`src/hdl/cube_defs.svh`:
```
// ##################################################
// timing, colour and schedule constants of the VGA demo
// include where a module defaults its parameters
// ##################################################

`ifndef CUBE_DEFS_SVH
`define CUBE_DEFS_SVH

// horizontal, already doubled for the 2x pixel clock
`define CUBE_H_ACTIVE 1280
`define CUBE_H_FRONT  32
`define CUBE_H_SYNC   192
`define CUBE_H_BACK   96

// vertical, in lines
`define CUBE_V_ACTIVE 480
`define CUBE_V_FRONT  10
`define CUBE_V_SYNC   2
`define CUBE_V_BACK   33

// lines per pixel row, a column is twice as many clocks
`define CUBE_DIVIDE 6

// one schedule step lasts 2**STEP_BITS frames
`define CUBE_STEP_BITS 6

`define CUBE_COLOR_BLACK 6'h00
`define CUBE_COLOR_WHITE 6'h3F

// rainbow stripes
`define CUBE_COLOR_1 6'h31 // pink
`define CUBE_COLOR_2 6'h15
`define CUBE_COLOR_3 6'h0C // green
`define CUBE_COLOR_4 6'h2C

`endif

```
`src/hdl/cube_pkg.sv`:
```
// ##################################################
// shared types of the VGA demo, used by scoped name
// ##################################################

package cube_pkg;

    typedef logic [11:0] cnt_t;   // beam counter
    typedef logic [7:0]  pixel_t; // divided coordinate
    typedef logic [15:0] frame_t;
    typedef logic [5:0]  rgb_t;   // RRGGBB

    // fill shown over the active area
    typedef enum logic [1:0] {
        FILL_BLACK,
        FILL_WHITE,
        FILL_STRIPES,
        FILL_XOR
    } fill_t;

    // beam state, combinational from the counters
    typedef struct packed {
        cnt_t h_count;
        cnt_t v_count;
        logic hblank;
        logic vblank;
        logic hsync;     // active low
        logic vsync;     // active low
        logic line_end;
        logic frame_end;
    } beam_t;

    // registered pin values
    typedef struct packed {
        rgb_t rrggbb;
        logic hsync;
        logic vsync;
        logic next_vertical;
        logic next_frame;
    } vga_out_t;

endpackage

```
`src/hdl/cube_demo_top.sv`:
```
// ##################################################
// VGA demo top, timing, schedule and colour stage to the pins
// ##################################################

`include "cube_defs.svh"

module cube_demo_top #(
    parameter int unsigned H_ACTIVE  = `CUBE_H_ACTIVE,
    parameter int unsigned H_FRONT   = `CUBE_H_FRONT,
    parameter int unsigned H_SYNC    = `CUBE_H_SYNC,
    parameter int unsigned H_BACK    = `CUBE_H_BACK,
    parameter int unsigned V_ACTIVE  = `CUBE_V_ACTIVE,
    parameter int unsigned V_FRONT   = `CUBE_V_FRONT,
    parameter int unsigned V_SYNC    = `CUBE_V_SYNC,
    parameter int unsigned V_BACK    = `CUBE_V_BACK,
    parameter int unsigned STEP_BITS = `CUBE_STEP_BITS,
    parameter int unsigned DIVIDE    = `CUBE_DIVIDE
) (
    input  logic           clk_i,  // 2x pixel clock
    input  logic           rst_ni,
    output cube_pkg::rgb_t rrggbb_o,
    output logic           hsync_o,
    output logic           vsync_o,
    output logic           next_vertical_o,
    output logic           next_frame_o
);

    cube_pkg::beam_t    beam;
    cube_pkg::frame_t   frame;
    cube_pkg::fill_t    fill;
    cube_pkg::vga_out_t vga;

    video_timing #(
        .H_ACTIVE (H_ACTIVE),
        .H_FRONT  (H_FRONT),
        .H_SYNC   (H_SYNC),
        .H_BACK   (H_BACK),
        .V_ACTIVE (V_ACTIVE),
        .V_FRONT  (V_FRONT),
        .V_SYNC   (V_SYNC),
        .V_BACK   (V_BACK)
    ) timing_i (
        .clk_i  (clk_i),
        .rst_ni (rst_ni),
        .beam_o (beam)
    );

    scene_sequencer #(
        .STEP_BITS (STEP_BITS)
    ) sequencer_i (
        .clk_i   (clk_i),
        .rst_ni  (rst_ni),
        .beam_i  (beam),
        .frame_o (frame),
        .fill_o  (fill)
    );

    pixel_color #(
        .DIVIDE (DIVIDE)
    ) color_i (
        .clk_i   (clk_i),
        .rst_ni  (rst_ni),
        .beam_i  (beam),
        .frame_i (frame),
        .fill_i  (fill),
        .vga_o   (vga)
    );

    assign rrggbb_o        = vga.rrggbb;
    assign hsync_o         = vga.hsync;
    assign vsync_o         = vga.vsync;
    assign next_vertical_o = vga.next_vertical;
    assign next_frame_o    = vga.next_frame;

endmodule

```
`src/hdl/pixel_color.sv`:
```
// ##################################################
// pattern colour per pixel, black in blanking
// registers colour, syncs and strobes with one cycle latency
// ##################################################

`include "cube_defs.svh"

module pixel_color #(
    parameter int unsigned DIVIDE = `CUBE_DIVIDE
) (
    input  logic               clk_i,
    input  logic               rst_ni,
    input  cube_pkg::beam_t    beam_i,
    input  cube_pkg::frame_t   frame_i,
    input  cube_pkg::fill_t    fill_i,
    output cube_pkg::vga_out_t vga_o
);

    localparam int unsigned SUB_H_W = $clog2(2 * DIVIDE);
    localparam int unsigned SUB_V_W = $clog2(DIVIDE + 1);

    logic [SUB_H_W-1:0] sub_h;
    logic [SUB_V_W-1:0] sub_v;
    cube_pkg::pixel_t   px;
    cube_pkg::pixel_t   py;

    logic [1:0]         stripe_idx;
    cube_pkg::rgb_t     stripe_color;
    cube_pkg::rgb_t     xor_color;
    cube_pkg::rgb_t     fill_color;
    cube_pkg::vga_out_t vga_d;
    cube_pkg::vga_out_t vga_q;

    // px and py follow the current beam position
    always_ff @(posedge clk_i, negedge rst_ni) begin
        if (!rst_ni) begin
            sub_h <= '0;
            sub_v <= '0;
            px    <= '0;
            py    <= '0;
        end else begin
            if (beam_i.line_end) begin
                sub_h <= '0;
                px    <= '0;
                if (beam_i.frame_end) begin
                    sub_v <= '0;
                    py    <= '0;
                end else if (sub_v == SUB_V_W'(DIVIDE - 1)) begin
                    sub_v <= '0;
                    py    <= py + 1'b1;
                end else begin
                    sub_v <= sub_v + 1'b1;
                end
            end else if (sub_h == SUB_H_W'(2 * DIVIDE - 1)) begin
                sub_h <= '0;
                px    <= px + 1'b1;
            end else begin
                sub_h <= sub_h + 1'b1;
            end
        end
    end

    assign stripe_idx = py[1:0] + frame_i[2:1]; // rows scroll with time

    always_comb begin
        case (stripe_idx)
            2'd0:    stripe_color = `CUBE_COLOR_1;
            2'd1:    stripe_color = `CUBE_COLOR_2;
            2'd2:    stripe_color = `CUBE_COLOR_3;
            default: stripe_color = `CUBE_COLOR_4;
        endcase
    end

    assign xor_color = (px[5:0] ^ py[5:0]) + frame_i[7:2];

    always_comb begin
        case (fill_i)
            cube_pkg::FILL_WHITE:   fill_color = `CUBE_COLOR_WHITE;
            cube_pkg::FILL_STRIPES: fill_color = stripe_color;
            cube_pkg::FILL_XOR:     fill_color = xor_color;
            default:                fill_color = `CUBE_COLOR_BLACK;
        endcase
    end

    always_comb begin
        vga_d.rrggbb        = (beam_i.hblank || beam_i.vblank) ? `CUBE_COLOR_BLACK : fill_color;
        vga_d.hsync         = beam_i.hsync;
        vga_d.vsync         = beam_i.vsync;
        vga_d.next_vertical = beam_i.line_end;
        vga_d.next_frame    = beam_i.frame_end;
    end

    always_ff @(posedge clk_i, negedge rst_ni) begin
        if (!rst_ni) begin
            vga_q <= '0;
        end else begin
            vga_q <= vga_d;
        end
    end

    assign vga_o = vga_q;

    // column counter agrees with the divided beam counter
    column_tracks_beam: assert property (
        @(posedge clk_i) disable iff (!rst_ni)
        cube_pkg::cnt_t'(px) == beam_i.h_count / cube_pkg::cnt_t'(2 * DIVIDE)
    );

endmodule

```
`src/hdl/scene_sequencer.sv`:
```
// ##################################################
// frame counter and scene schedule for the demo
// picks the fill that the colour stage paints
// ##################################################

`include "cube_defs.svh"

module scene_sequencer #(
    parameter int unsigned STEP_BITS = `CUBE_STEP_BITS
) (
    input  logic             clk_i,
    input  logic             rst_ni,
    input  cube_pkg::beam_t  beam_i,
    output cube_pkg::frame_t frame_o,
    output cube_pkg::fill_t  fill_o
);

    cube_pkg::frame_t frame_cnt;
    logic [5:0]       step;
    cube_pkg::fill_t  fill;

    // animation time base
    always_ff @(posedge clk_i, negedge rst_ni) begin
        if (!rst_ni) begin
            frame_cnt <= '0;
        end else if (beam_i.frame_end) begin
            frame_cnt <= frame_cnt + 1'b1;
        end
    end

    assign step = frame_cnt[STEP_BITS +: 6]; // 64 steps per pass

    // schedule of the full-screen fill
    always_comb begin
        case (step) inside
            [6'd0:6'd3],
            [6'd28:6'd31]: begin
                fill = cube_pkg::FILL_BLACK;
            end
            [6'd4:6'd19],
            [6'd32:6'd53]: begin
                fill = cube_pkg::FILL_WHITE;
            end
            [6'd20:6'd23],
            [6'd54:6'd57],
            [6'd62:6'd63]: begin
                fill = cube_pkg::FILL_STRIPES;
            end
            [6'd24:6'd27],
            [6'd58:6'd61]: begin
                fill = cube_pkg::FILL_XOR;
            end
            default: begin
                fill = cube_pkg::FILL_BLACK;
            end
        endcase
    end

    assign frame_o = frame_cnt;
    assign fill_o  = fill;

    // the colour stage must always see a defined fill
    fill_known: assert property (
        @(posedge clk_i) disable iff (!rst_ni)
        !$isunknown(fill_o)
    );

endmodule

```
`src/hdl/video_timing.sv`:
```
// ##################################################
// beam counters for 640x480 at twice the pixel clock
// gives blanking, active-low syncs and line/frame strobes
// ##################################################

`include "cube_defs.svh"

module video_timing #(
    parameter int unsigned H_ACTIVE = `CUBE_H_ACTIVE,
    parameter int unsigned H_FRONT  = `CUBE_H_FRONT,
    parameter int unsigned H_SYNC   = `CUBE_H_SYNC,
    parameter int unsigned H_BACK   = `CUBE_H_BACK,
    parameter int unsigned V_ACTIVE = `CUBE_V_ACTIVE,
    parameter int unsigned V_FRONT  = `CUBE_V_FRONT,
    parameter int unsigned V_SYNC   = `CUBE_V_SYNC,
    parameter int unsigned V_BACK   = `CUBE_V_BACK
) (
    input  logic            clk_i,
    input  logic            rst_ni,
    output cube_pkg::beam_t beam_o
);

    localparam int unsigned H_SYNC_START = H_ACTIVE + H_FRONT;
    localparam int unsigned H_SYNC_END   = H_SYNC_START + H_SYNC;
    localparam int unsigned H_TOTAL      = H_SYNC_END + H_BACK;

    localparam int unsigned V_SYNC_START = V_ACTIVE + V_FRONT;
    localparam int unsigned V_SYNC_END   = V_SYNC_START + V_SYNC;
    localparam int unsigned V_TOTAL      = V_SYNC_END + V_BACK;

    cube_pkg::cnt_t h_cnt;
    cube_pkg::cnt_t v_cnt;
    logic           line_end;
    logic           frame_end;

    assign line_end  = (h_cnt == cube_pkg::cnt_t'(H_TOTAL - 1));
    assign frame_end = line_end && (v_cnt == cube_pkg::cnt_t'(V_TOTAL - 1));

    always_ff @(posedge clk_i, negedge rst_ni) begin
        if (!rst_ni) begin
            h_cnt <= '0;
            v_cnt <= '0;
        end else begin
            if (line_end) begin
                h_cnt <= '0;
                if (frame_end) begin
                    v_cnt <= '0;
                end else begin
                    v_cnt <= v_cnt + 1'b1; // one step per line
                end
            end else begin
                h_cnt <= h_cnt + 1'b1;
            end
        end
    end

    // active area first, then front porch, sync, back porch
    always_comb begin
        beam_o.h_count   = h_cnt;
        beam_o.v_count   = v_cnt;
        beam_o.hblank    = (h_cnt >= cube_pkg::cnt_t'(H_ACTIVE));
        beam_o.vblank    = (v_cnt >= cube_pkg::cnt_t'(V_ACTIVE));
        beam_o.hsync     = !((h_cnt >= cube_pkg::cnt_t'(H_SYNC_START)) &&
                             (h_cnt <  cube_pkg::cnt_t'(H_SYNC_END)));
        beam_o.vsync     = !((v_cnt >= cube_pkg::cnt_t'(V_SYNC_START)) &&
                             (v_cnt <  cube_pkg::cnt_t'(V_SYNC_END)));
        beam_o.line_end  = line_end;
        beam_o.frame_end = frame_end;
    end

    // counters never leave the frame
    counters_in_range: assert property (
        @(posedge clk_i) disable iff (!rst_ni)
        (h_cnt < cube_pkg::cnt_t'(H_TOTAL)) && (v_cnt < cube_pkg::cnt_t'(V_TOTAL))
    );

    // a frame ends on a line end and the beam restarts at the origin
    frame_wraps: assert property (
        @(posedge clk_i) disable iff (!rst_ni)
        beam_o.frame_end |-> beam_o.line_end ##1 (h_cnt == '0 && v_cnt == '0)
    );

endmodule

```
`config.mk`:
```
export PLATFORM = sky130hd
export DESIGN_NAME = cube_demo_top
export DESIGN_NICKNAME = d
export VERILOG_FILES = /design/src/hdl/cube_pkg.sv /design/src/hdl/cube_demo_top.sv /design/src/hdl/pixel_color.sv /design/src/hdl/scene_sequencer.sv /design/src/hdl/video_timing.sv
export VERILOG_INCLUDE_DIRS = /design/src /design/src/hdl
export SDC_FILE = /design/constraint.sdc
export NUM_CORES = 1
export LEC_CHECK = 0
export BUFFER_PORTS_ARGS = -buffer_cell sky130_fd_sc_hd__buf_2
export CORE_MARGIN = 5
export CORE_UTILIZATION = 60
export DETAILED_ROUTE_END_ITERATION = 10
export GPL_TIMING_DRIVEN = 0
export PLACE_DENSITY = 0.89
export REMOVE_ABC_BUFFERS = 1
export SLEW_MARGIN = 10
export SYNTH_ARGS = -nofsm -noshare
export SYNTH_HDL_FRONTEND = slang
export SYNTH_SLANG_ARGS = --single-unit
```
`constraint.sdc`:
```
create_clock -name clk_i -period 6.2 [get_ports clk_i]
set_input_delay 1.24 -clock clk_i [delete_from_list [all_inputs] [get_ports clk_i]]
set_output_delay 1.24 -clock clk_i [all_outputs]
set_load 0.02 [all_outputs]
```
==> results of run 1 <==
## Yosys cell counts (6+ instances only)
master	n	area share, %
nand4_1	9	1.7
ha_1	17	6.3
o21ai_0	20	2.9
dfrtp_1	65	48
nor2_1	27	3.0
xnor2_1	22	5.7
nand2_1	27	3.0
nor3_1	6	0.88
nand3_1	21	3.1
xor2_1	23	5.9
a21oi_1	11	1.6
and2_1	7	1.3
and3_1	7	1.3
inv_1	7	0.77
## state kept, by name (all words and copies together) (netlist names)
name,flops
timing_i.v_cnt,12
sequencer_i.frame_o,12
color_i.vga_o,10
color_i.py,6
color_i.sub_h,4
color_i.px,6
color_i.sub_v,3
timing_i.h_cnt,12
## path summary, 6_finish.rpt
kind                                              from                           end  depth (start not counted)
setup / recovery           timing_i.h_cnt[0]$_DFF_PN0_  color_i.sub_v[1]$_DFFE_PN0P_                          7
hold / removal              color_i.sub_h[0]$_DFF_PN0_    color_i.sub_h[0]$_DFF_PN0_                          1
setup reg to reg           timing_i.h_cnt[0]$_DFF_PN0_  color_i.sub_v[1]$_DFFE_PN0P_                          7
hold reg to reg             color_i.sub_h[0]$_DFF_PN0_    color_i.sub_h[0]$_DFF_PN0_                          1
max in group asynchronous                       rst_ni     color_i.px[1]$_DFFE_PN0P_                          1
min in group asynchronous                       rst_ni   timing_i.h_cnt[7]$_DFF_PN0_                          1
## layer usage
layer	part of all wire (%)	global-route usage [%]	vias to the layer above
met5	0	0	-
met4	2.4	9.640	0
met3	4.7	5.437	16
met2	49	32.20	63
met1	43	24.80	1220
li1	-	-	1202
## worst max-delay path, cell delays in order (launching register included)
cell and delay [ns]:
dfrtp_1 0.40, ha_1 0.22, and2_1 0.25, nand4_4 0.28, inv_2 0.45, nand2b_1 0.21, nor3b_1 0.23, a21o_1 0.11
## final cells by class
class / instances / area, um2 / area share, %
clock buffers: 9 / 123.9 / 3.324
clock inverters: 7 / 93.84 / 2.518
inverters: 8 / 30.03 / 0.8059
multi-input cells: 251 / 1704 / 45.74
flip-flops and latches: 65 / 1627 / 43.65
well taps: 72 / 90.09 / 2.418
repair buffers: 11 / 57.56 / 1.545
## report_power, final
group | total [uW] | switching, uW | leakage (uW) | internal, uW
combinational | 8.16 | 7.78 | 0.000783 | 0.387
sequential | 424 | 0 | 0.000874 | 424
clock | 406 | 179 | 0.000106 | 226
total | 837 | 187 | 0.00176 | 650
## cells by family (layout without fill, tap and decap cells)
logic type	Yosys count	count (layout)	share of synthesized area, %
AOI/OAI and AO/OA	52	52	9.386
xor gates and xnor gates	45	45	11.59
adders and majority gates	18	18	6.846
buffers and inverters	15	35	2.024
DFF	65	65	47.85
muxes	1	1	0.3312
and+or+nand+nor	135	135	21.97
## per-stage QoR
stage / instances / instance area (um2) / hold WS (ns) / utilization [%]
floorplan: 324 / 3361 / 0.4318 / -
global placement: 407 / 3506 / 0.4420 / 63.67
detailed placement: 407 / 3508 / 0.4527 / 63.71
CTS: 423 / 3726 / 0.4621 / 67.67
global route: 423 / 3726 / 0.4897 / 67.67
finish: 423 / 3726 / 0.4595 / 67.67
==> key figures, run 1 <==
Clocking
  – Hold_buf cts: 0
  – Setup Fix Bufs, Post-CTS: 0
  – H-tree depth: 3
  – Clock tree sinks: 65
  – Post-CTS Resized: 0
  – Root buf cell: clkbuf_8
  – TritonCTS Buffers: 9
  – Clk buf depth: 2
  – Clock Latency Late Sink: approximately 0.35 ns
  – Worst-path clk slew: approximately 0.080 ns
  – TritonCTS clock tree: done

STA
  – Setup ws final: just under 4 ns
  – Clk_skew: about 0.012 ns
  – Slew HR: ~46%
  – Tmin final: approximately 2.2 ns
  – RSZ-0062 raised after global routing: no
  – Final setup fails: 0
  – Setup TNS: 0 ns
  – Slew Viols, Final: 0
  – Hold Violations, Final: 0
  – Final period util: 35.91%
  – Fmax: roughly 0.45 GHz
  – Worst Max-Slew Pin Slew: between 0.8 and 0.9 ns

Pwr
  – PnR Total Power: 837.4 uW
  – Max VDD drop: between 0.1 and 0.15 mV
  – Pwr Density: roughly 220 nW/um2
  – LEAKAGE: between 0.0015 and 0.002 uW

Synthesis
  – Cells after Synth: about 330
  – Synth async-reset ratio: 100.0%
  – Top_reg_cell synth: dfrtp_1
  – Flops & latches, synth: 65
  – YS warnings: 0
  – Sequential cell area fraction in the yosys report: between 40% and 50%
  – Distinct cell type count of the synthesized netlist: 52
  – Mean area per synthesized cell: between 10 and 15 um2
  – EDFF count, synth: 0
  – Synthesized area: about 3400 um2

Setup path
  – Critical path startpoint category: flip-flop
  – Setup slack, reg-to-reg: roughly 4.0 ns
  – Critical Path RT: 6.49 ns
  – Worst-path maximum fanout: 26
  – CP endpoint kind: flip-flop
  – CP arrival: 2.52 ns
  – Worst setup path category: flip-flop to flip-flop

Detailed routing
  – DRT iter0 DRCs: 174
  – ANT nets after route: 0
  – DRT Pass-1 Iters: 4
  – Via count: about 2500
  – Vias per cell: ~6
  – # DRC: 0
  – Wirelength per Cell: between 15 and 20 um
  – Routed wire length: between 6000 and 7000 um

Layout
  – Area grow syn2layout: 9.606%
  – Layout cell share with drive strength beyond 1: around a tenth
  – Most frequent cells in the layout: dfrtp_1, nand2_1, nor2_1, xor2_1, xnor2_1
  – Commonest non-fill, non-tap cell in the layout: dfrtp_1
  – Antenna Cells: 0
  – Fillcell total: roughly 400
  – Fin nets: approximately 370

Floorplanning
  – Die height: approximately 85 um
  – Io pins: 12
  – Die Area: just over 7000 um2
  – Die width: roughly 85 um
  – Initial Utilization: around three fifths
  – FP Rows: 27
  – Core area: 5507 um2

Job
  – # Max-Cap Violations: 0

Placement
  – GPL Wtd Cong: approximately 0.84
  – DP Worst Slack: between 4 and 5 ns
  – Hpwl dp: roughly 4400 um
  – IO Port Bufs: 11

Global routing
  – Pin count of the biggest net entering global routing: 66
  – Initial antenna violation count: 0
  – Overall Global Routing Usage: approximately a fifth
  – Vias in the first global route: approximately 2500
  – First-pass GRT wire length: around 12000 um
  – Congestion Overflow GR: 0

Hold path
  – Worst hold-check path type: flip-flop to flip-flop

Run status
  – Outcome: completed
No activity file was read; power rests on OpenSTA's default activity.
==> inputs of run 2 (changes only) <==
==> constraint.sdc (replaced) <==
create_clock -name clk_i -period 2.27 [get_ports clk_i]
set_input_delay 0.454 -clock clk_i [delete_from_list [all_inputs] [get_ports clk_i]]
set_output_delay 0.454 -clock clk_i [all_outputs]
set_load 0.02 [all_outputs]
==> run 2 against run 1 <==
Wire length barely moved. Non-clock buffer count did not move. Clock skew fell by 0.0016 ns. Critical endpoint is now color_i.vga_o[8]$_DFF_PN0_. Critical path type unchanged.
==> key figures, run 2 (synthesized netlist as in run 1, its figures left out) <==
Pwr
  – Int Pwr: 1776 uW
  – Sequential fraction of design power: about 51%
  – LEAKAGE: about 0.0018 uW
  – Clk pwr share: around half
  – Net switching power: ~500 uW
  – Switch share: 22.33%
  – Combinational share of power: under 10%
  – Pwr Density: around 610 nW/um2
  – Max VDD drop: 0.3622 mV
  – PnR Total Power: roughly 2300 uW

Clocking
  – Clock tree sinks: between 60 and 70
  – Root buf cell: clkbuf_8
  – Clock Latency Late Sink: roughly 0.35 ns
  – TritonCTS Buffers: 9
  – Worst-path clk slew: approximately 0.080 ns
  – Hold_buf cts: 0
  – Clk buf depth: 2
  – H-tree depth: 3
  – TritonCTS clock tree: done

Global routing
  – Initial antenna violation count: 0
  – M2 GR Usage: around 32%
  – Met3 GRT Util: under 10%
  – M1 GR Usage: between 20% and 30%
  – Vias in the first global route: ~2500
  – Congestion Overflow GR: 0
  – Pin count of the biggest net entering global routing: 66
  – First-pass GRT wire length: between 10000 and 15000 um
  – Grt peak-use layer: met2
  – Overall Global Routing Usage: between 15 and 20%

Placement
  – DP Worst Slack: slightly below 0.09 ns
  – Placement Cell Area: about 3500 um2
  – IO Port Bufs: 11
  – Hpwl dp: around 4400 um
  – GPL Wtd Cong: approximately 0.84

Floorplanning
  – Core area: about 5500 um2
  – Initial Utilization: 61.74%
  – Die height: 85.27 um
  – Die Area: between 7000 and 8000 um2
  – FP Rows: 27
  – Io pins: 12
  – Die width: ~85 um

Detailed routing
  – DRT iter0 DRCs: roughly 170
  – Vias per cell: 5.920
  – Via count: roughly 2500
  – # DRC: 0
  – Wirelength per Cell: 15.66 um
  – DRT Pass-1 Iters: 4
  – ANT nets after route: 0
  – Routed wire length: 6626 um

Setup path
  – Worst-path maximum fanout: 6
  – Critical Path RT: 2.50 ns
  – Worst setup path category: flip-flop to flip-flop
  – CP endpoint kind: flip-flop
  – Critical path startpoint category: flip-flop
  – CP arrival: ~2.4 ns

STA
  – RSZ-0062 raised after global routing: no
  – Slew HR: between 40 and 50%
  – Clk_skew: ~0.011 ns
  – Setup TNS: 0 ns
  – Tmin final: approximately 2.2 ns
  – Final period util: between 90% and 100%
  – Worst Max-Slew Pin Slew: just under 0.8 ns
  – Hold Violations, Final: 0
  – Final setup fails: 0
  – Setup ws final: about 0.1 ns
  – Slew Viols, Final: 0
  – Fmax: 0.4614 GHz

Run status
  – Outcome: completed

Layout
  – Antenna Cells: 0
  – Design Area, Final: approximately 3700 um2
  – Area grow syn2layout: 9.680%
  – Final core utilization: 67.71%
  – Commonest non-fill, non-tap cell in the layout: dfrtp_1
  – Layout cell share with drive strength beyond 1: a little over a tenth
  – Most frequent cells in the layout: dfrtp_1, nand2_1, nor2_1, xor2_1, xnor2_1
  – Fin nets: ~370

Job
  – # Max-Cap Violations: 0

Hold path
  – Worst hold-check path type: input port to asynchronous set/reset pin
[run 2: changes by cell type in the layout (fill, tap and decap cells not counted)]
cell | before | now
inv_2 | 1 | 0
inv_4 | 0 | 1
[run 2: repair_timing]
item                                    CTS  global route
gates resized for setup                   0             2
hold endpoints to repair                  0             0
buffers inserted                          0             0
endpoints found under the setup margin    0            12
[run 2: power groups by stage]
stage	sequential [uW]	combinational, uW	clock, uW
floorplan	1180	0.000729	0
global placement	1180	22.6	0
detailed placement	1180	23.6	0
CTS	1160	23.7	1120
global route	1160	27.8	1160
finish	1160	22.1	1110
[run 2: per-stage QoR]
step	hold WS [ns]	instances
finish	0.1825	423
global route	0.2625	423
CTS	0.2045	423
detailed placement	0.4527	407
global placement	0.4420	407
floorplan	0.1584	324
[run 2: final timing paths]
| path | cells after the start | slack, ns | start | end |
|---|---|---|---|---|
| setup reg to reg | 8 | 0.10 | color_i.py[0]$_DFFE_PN0P_ | color_i.vga_o[8]$_DFF_PN0_ |
| setup / recovery | 8 | 0.10 | color_i.py[0]$_DFFE_PN0P_ | color_i.vga_o[8]$_DFF_PN0_ |
| max in group asynchronous | 1 | 1.56 | rst_ni | color_i.sub_h[0]$_DFF_PN0_ |
| hold / removal | 1 | 0.18 | rst_ni | timing_i.h_cnt[2]$_DFF_PN0_ |
| hold reg to reg | 1 | 0.46 | color_i.sub_h[0]$_DFF_PN0_ | color_i.sub_h[0]$_DFF_PN0_ |
| min in group clk_i | 1 | 0.46 | color_i.sub_h[0]$_DFF_PN0_ | color_i.sub_h[0]$_DFF_PN0_ |
[run 2: cell type report]
type                            instances  area, um2
Timing Repair Buffer                   11      57.56
Clock inverter                          7      93.84
Tap cell                               72      90.09
Clock buffer                            9      123.9
Sequential cell                        65       1627
Multi-Input combinational cell        251       1704
Inverter                                8      32.53
Fill cell                             396       1778
[run 2: routing by layer]
metal	routed length, um	vias to the layer above
met2	3278	66
met4	142	0
met1	2878	1217
met3	327	16
li1	-	1205
met5	0	-
[run 2: worst max-delay path, stage by stage (launching register included)]
cell	delay, ns
dfrtp_1	0.46
xor2_1	0.19
ha_1	0.23
fa_1	0.41
a21o_1	0.17
a21oi_1	0.19
xor2_1	0.19
a21o_1	0.15
a21oi_1	0.07
==> inputs of run 3 (changes only) <==
--- a/config.mk
+++ b/config.mk
@@ -12,7 +12,6 @@
 export DETAILED_ROUTE_END_ITERATION = 10
 export GPL_TIMING_DRIVEN = 0
 export PLACE_DENSITY = 0.89
-export REMOVE_ABC_BUFFERS = 1
 export SLEW_MARGIN = 10
 export SYNTH_ARGS = -nofsm -noshare
 export SYNTH_HDL_FRONTEND = slang
==> run 3 against run 2 <==
Power rose by 3.5%. Register-to-register slack barely moved. Sequential power barely moved. Final cell count rose by 1.4%. Die area did not move. Largest power group is now clock. Non-clock buffer count rose by 7. Sequential share of layout area fell by 0.67 points. Clock-buffer cell count rose by 1. Wire length rose by 3.0%. Core utilization rose by 1.2 points. Global-route usage rose by 0.74 points.
==> key figures, run 3 (synthesized netlist as in run 1, its figures left out) <==
Global routing
  – First-pass GRT wire length: roughly 12000 um
  – Congestion Overflow GR: 0
  – Pin count of the biggest net entering global routing: 66
  – Vias in the first global route: approximately 2600
  – Overall Global Routing Usage: between 20% and 30%
  – Initial antenna violation count: 0

Setup path
  – Crit path launch: timing_i.v_cnt[0]$_DFFE_PN0P_
  – Max incr delay on CP: around 0.44 ns
  – CP arrival: approximately 2.4 ns
  – Crit-path slowest cell: dfrtp_1
  – Critical Path RT: 2.50 ns
  – Critical path startpoint category: flip-flop
  – Family with the most delay on the worst path: simple AND/OR/NAND/NOR gates
  – Worst-path cell chain: inv_1, ha_1, nor4b_1, nand3_1, nor2_4, mux2_2
  – Worst setup path category: flip-flop to flip-flop
  – WP buf/inv: 1
  – FF-to-FF path depth: 6
  – Stages on the worst setup path: 6
  – CP endpoint kind: flip-flop
  – Worst-path maximum fanout: 7
  – R2R Path Start: timing_i.v_cnt[0]$_DFFE_PN0P_

Floorplanning
  – Io pins: 12
  – Die Area: slightly above 7000 um2
  – Initial Utilization: 61.74%
  – FP Rows: 27
  – Die width: between 80 and 90 um
  – Core area: approximately 5500 um2
  – Die height: roughly 85 um

Layout
  – Antenna Cells: 0
  – Commonest non-fill, non-tap cell in the layout: dfrtp_1
  – Fillcell total: 409
  – Layout cell share with drive strength beyond 1: about an eighth
  – Fin nets: 373
  – Most frequent cells in the layout: dfrtp_1, nand2_1, nor2_1, xor2_1, xnor2_1
  – Area grow syn2layout: 11.56%
  – Final core utilization: slightly below 70%

Run status
  – Outcome: completed

Detailed routing
  – Via count: roughly 2500
  – DRT Pass-1 Iters: 5
  – DRT iter0 DRCs: between 100 and 150
  – Routed wire length: ~6800 um
  – # DRC: 0
  – Vias per cell: between 5 and 6
  – Wirelength per Cell: roughly 16 um
  – ANT nets after route: 0

Clocking
  – Clock Latency Late Sink: around 0.35 ns
  – Worst-path clk slew: 0.07 ns
  – TritonCTS clock tree: done
  – Root buf cell: clkbuf_8
  – Clock tree sinks: between 60 and 70
  – Hold_buf cts: 0
  – TritonCTS Buffers: 9
  – Clk buf depth: 2
  – H-tree depth: 3

STA
  – Final period util: ~95%
  – Slew HR: a little under half
  – RSZ-0062 raised after global routing: no
  – Worst Max-Slew Pin Slew: approximately 0.81 ns
  – Fmax: 0.4645 GHz
  – Setup TNS: 0 ns
  – Tmin final: ~2.2 ns
  – Final setup fails: 0
  – Slew Viols, Final: 0
  – Hold Violations, Final: 0
  – Clk_skew: roughly 0.0088 ns

Pwr
  – LEAKAGE: between 0.0015 and 0.002 uW
  – Pwr Density: around 620 nW/um2
  – Max VDD drop: 0.3271 mV

Job
  – # Max-Cap Violations: 0

Synthesis
  – Syn nets: 351

Hold path
  – Worst hold-check path type: input port to asynchronous set/reset pin

Placement
  – Hpwl dp: about 4600 um
  – GPL Wtd Cong: around 0.84
  – IO Port Bufs: 11
==> run 3: cell count changes in the layout (fill, tap and decap cells not counted), sizes merged <==
| cell | delta |
|---|---|
| buf | +6 |
| clkbuf | +2 |
| clkinv | -2 |
| bufinv | +1 |
| inv | -1 |
==> run 3: layout make-up <==
type                    instances  area, um2  share of cell area, %
well taps                      72      90.09                  2.375
clock inverters                 5      105.1                  2.771
inverters                       8      30.03                 0.7918
clock buffers                  10      127.6                  3.365
plain buffers                   7      38.79                  1.023
multi-input cells             251       1714                  45.20
repair buffers                 11      57.56                  1.518
flip-flops and latches         65       1629                  42.96
==> run 3: routing by layer <==
layer | part of all wire, % | GRT usage, % | vias to the layer above
met2 | 51 | 34.75 | 46
met1 | 44 | 25.79 | 1279
met4 | 1.7 | 7.626 | 0
met5 | 0 | 0 | -
met3 | 3.6 | 5.243 | 12
li1 | - | - | 1211
==> run 3: repair_timing <==
| action | CTS | global route |
|---|---|---|
| gates resized for setup | 0 | 4 |
| hold endpoints to repair | 0 | 0 |
| endpoints found under the setup margin | 0 | 2 |
| buffers inserted | 0 | 0 |
==> run 3: power by group <==
group | leakage (uW) | internal, uW | switching (uW) | total, uW
Clock | 0.000109 | 724 | 464 | 1190
Sequential | 0.000871 | 1160 | 0 | 1160
Combinational | 0.000813 | 1.06 | 21.2 | 22.3
==> run 3: metrics by stage <==
step / worst slack [ns] / total power, uW / hold slack, ns / instance area [um2] / std cells
6_report: 0.1171 / 2368 / 0.1772 / 3792 / 429
4_1_cts: 0.07066 / 2377 / 0.2203 / 3780 / 429
5_1_grt: 0.02319 / 2433 / 0.2551 / 3792 / 429
3_5_place_dp: 0.07890 / 1204 / 0.4567 / 3547 / 414
2_1_floorplan: 0.3221 / 1180 / 0.1584 / 3400 / 331
3_3_place_gp: 0.1607 / 1203 / 0.4436 / 3545 / 414
==> run 3: final timing paths <==
check                                                           to  slack [ns]
worst min-delay path                   timing_i.h_cnt[2]$_DFF_PN0_        0.18
worst min register to register          color_i.sub_h[0]$_DFF_PN0_        0.47
max in group asynchronous                color_i.py[1]$_DFFE_PN0P_        1.49
min in group clk_i                      color_i.sub_h[0]$_DFF_PN0_        0.47
worst max register to register  sequencer_i.frame_o[1]$_DFFE_PN0P_        0.12
worst max-delay path            sequencer_i.frame_o[1]$_DFFE_PN0P_        0.12
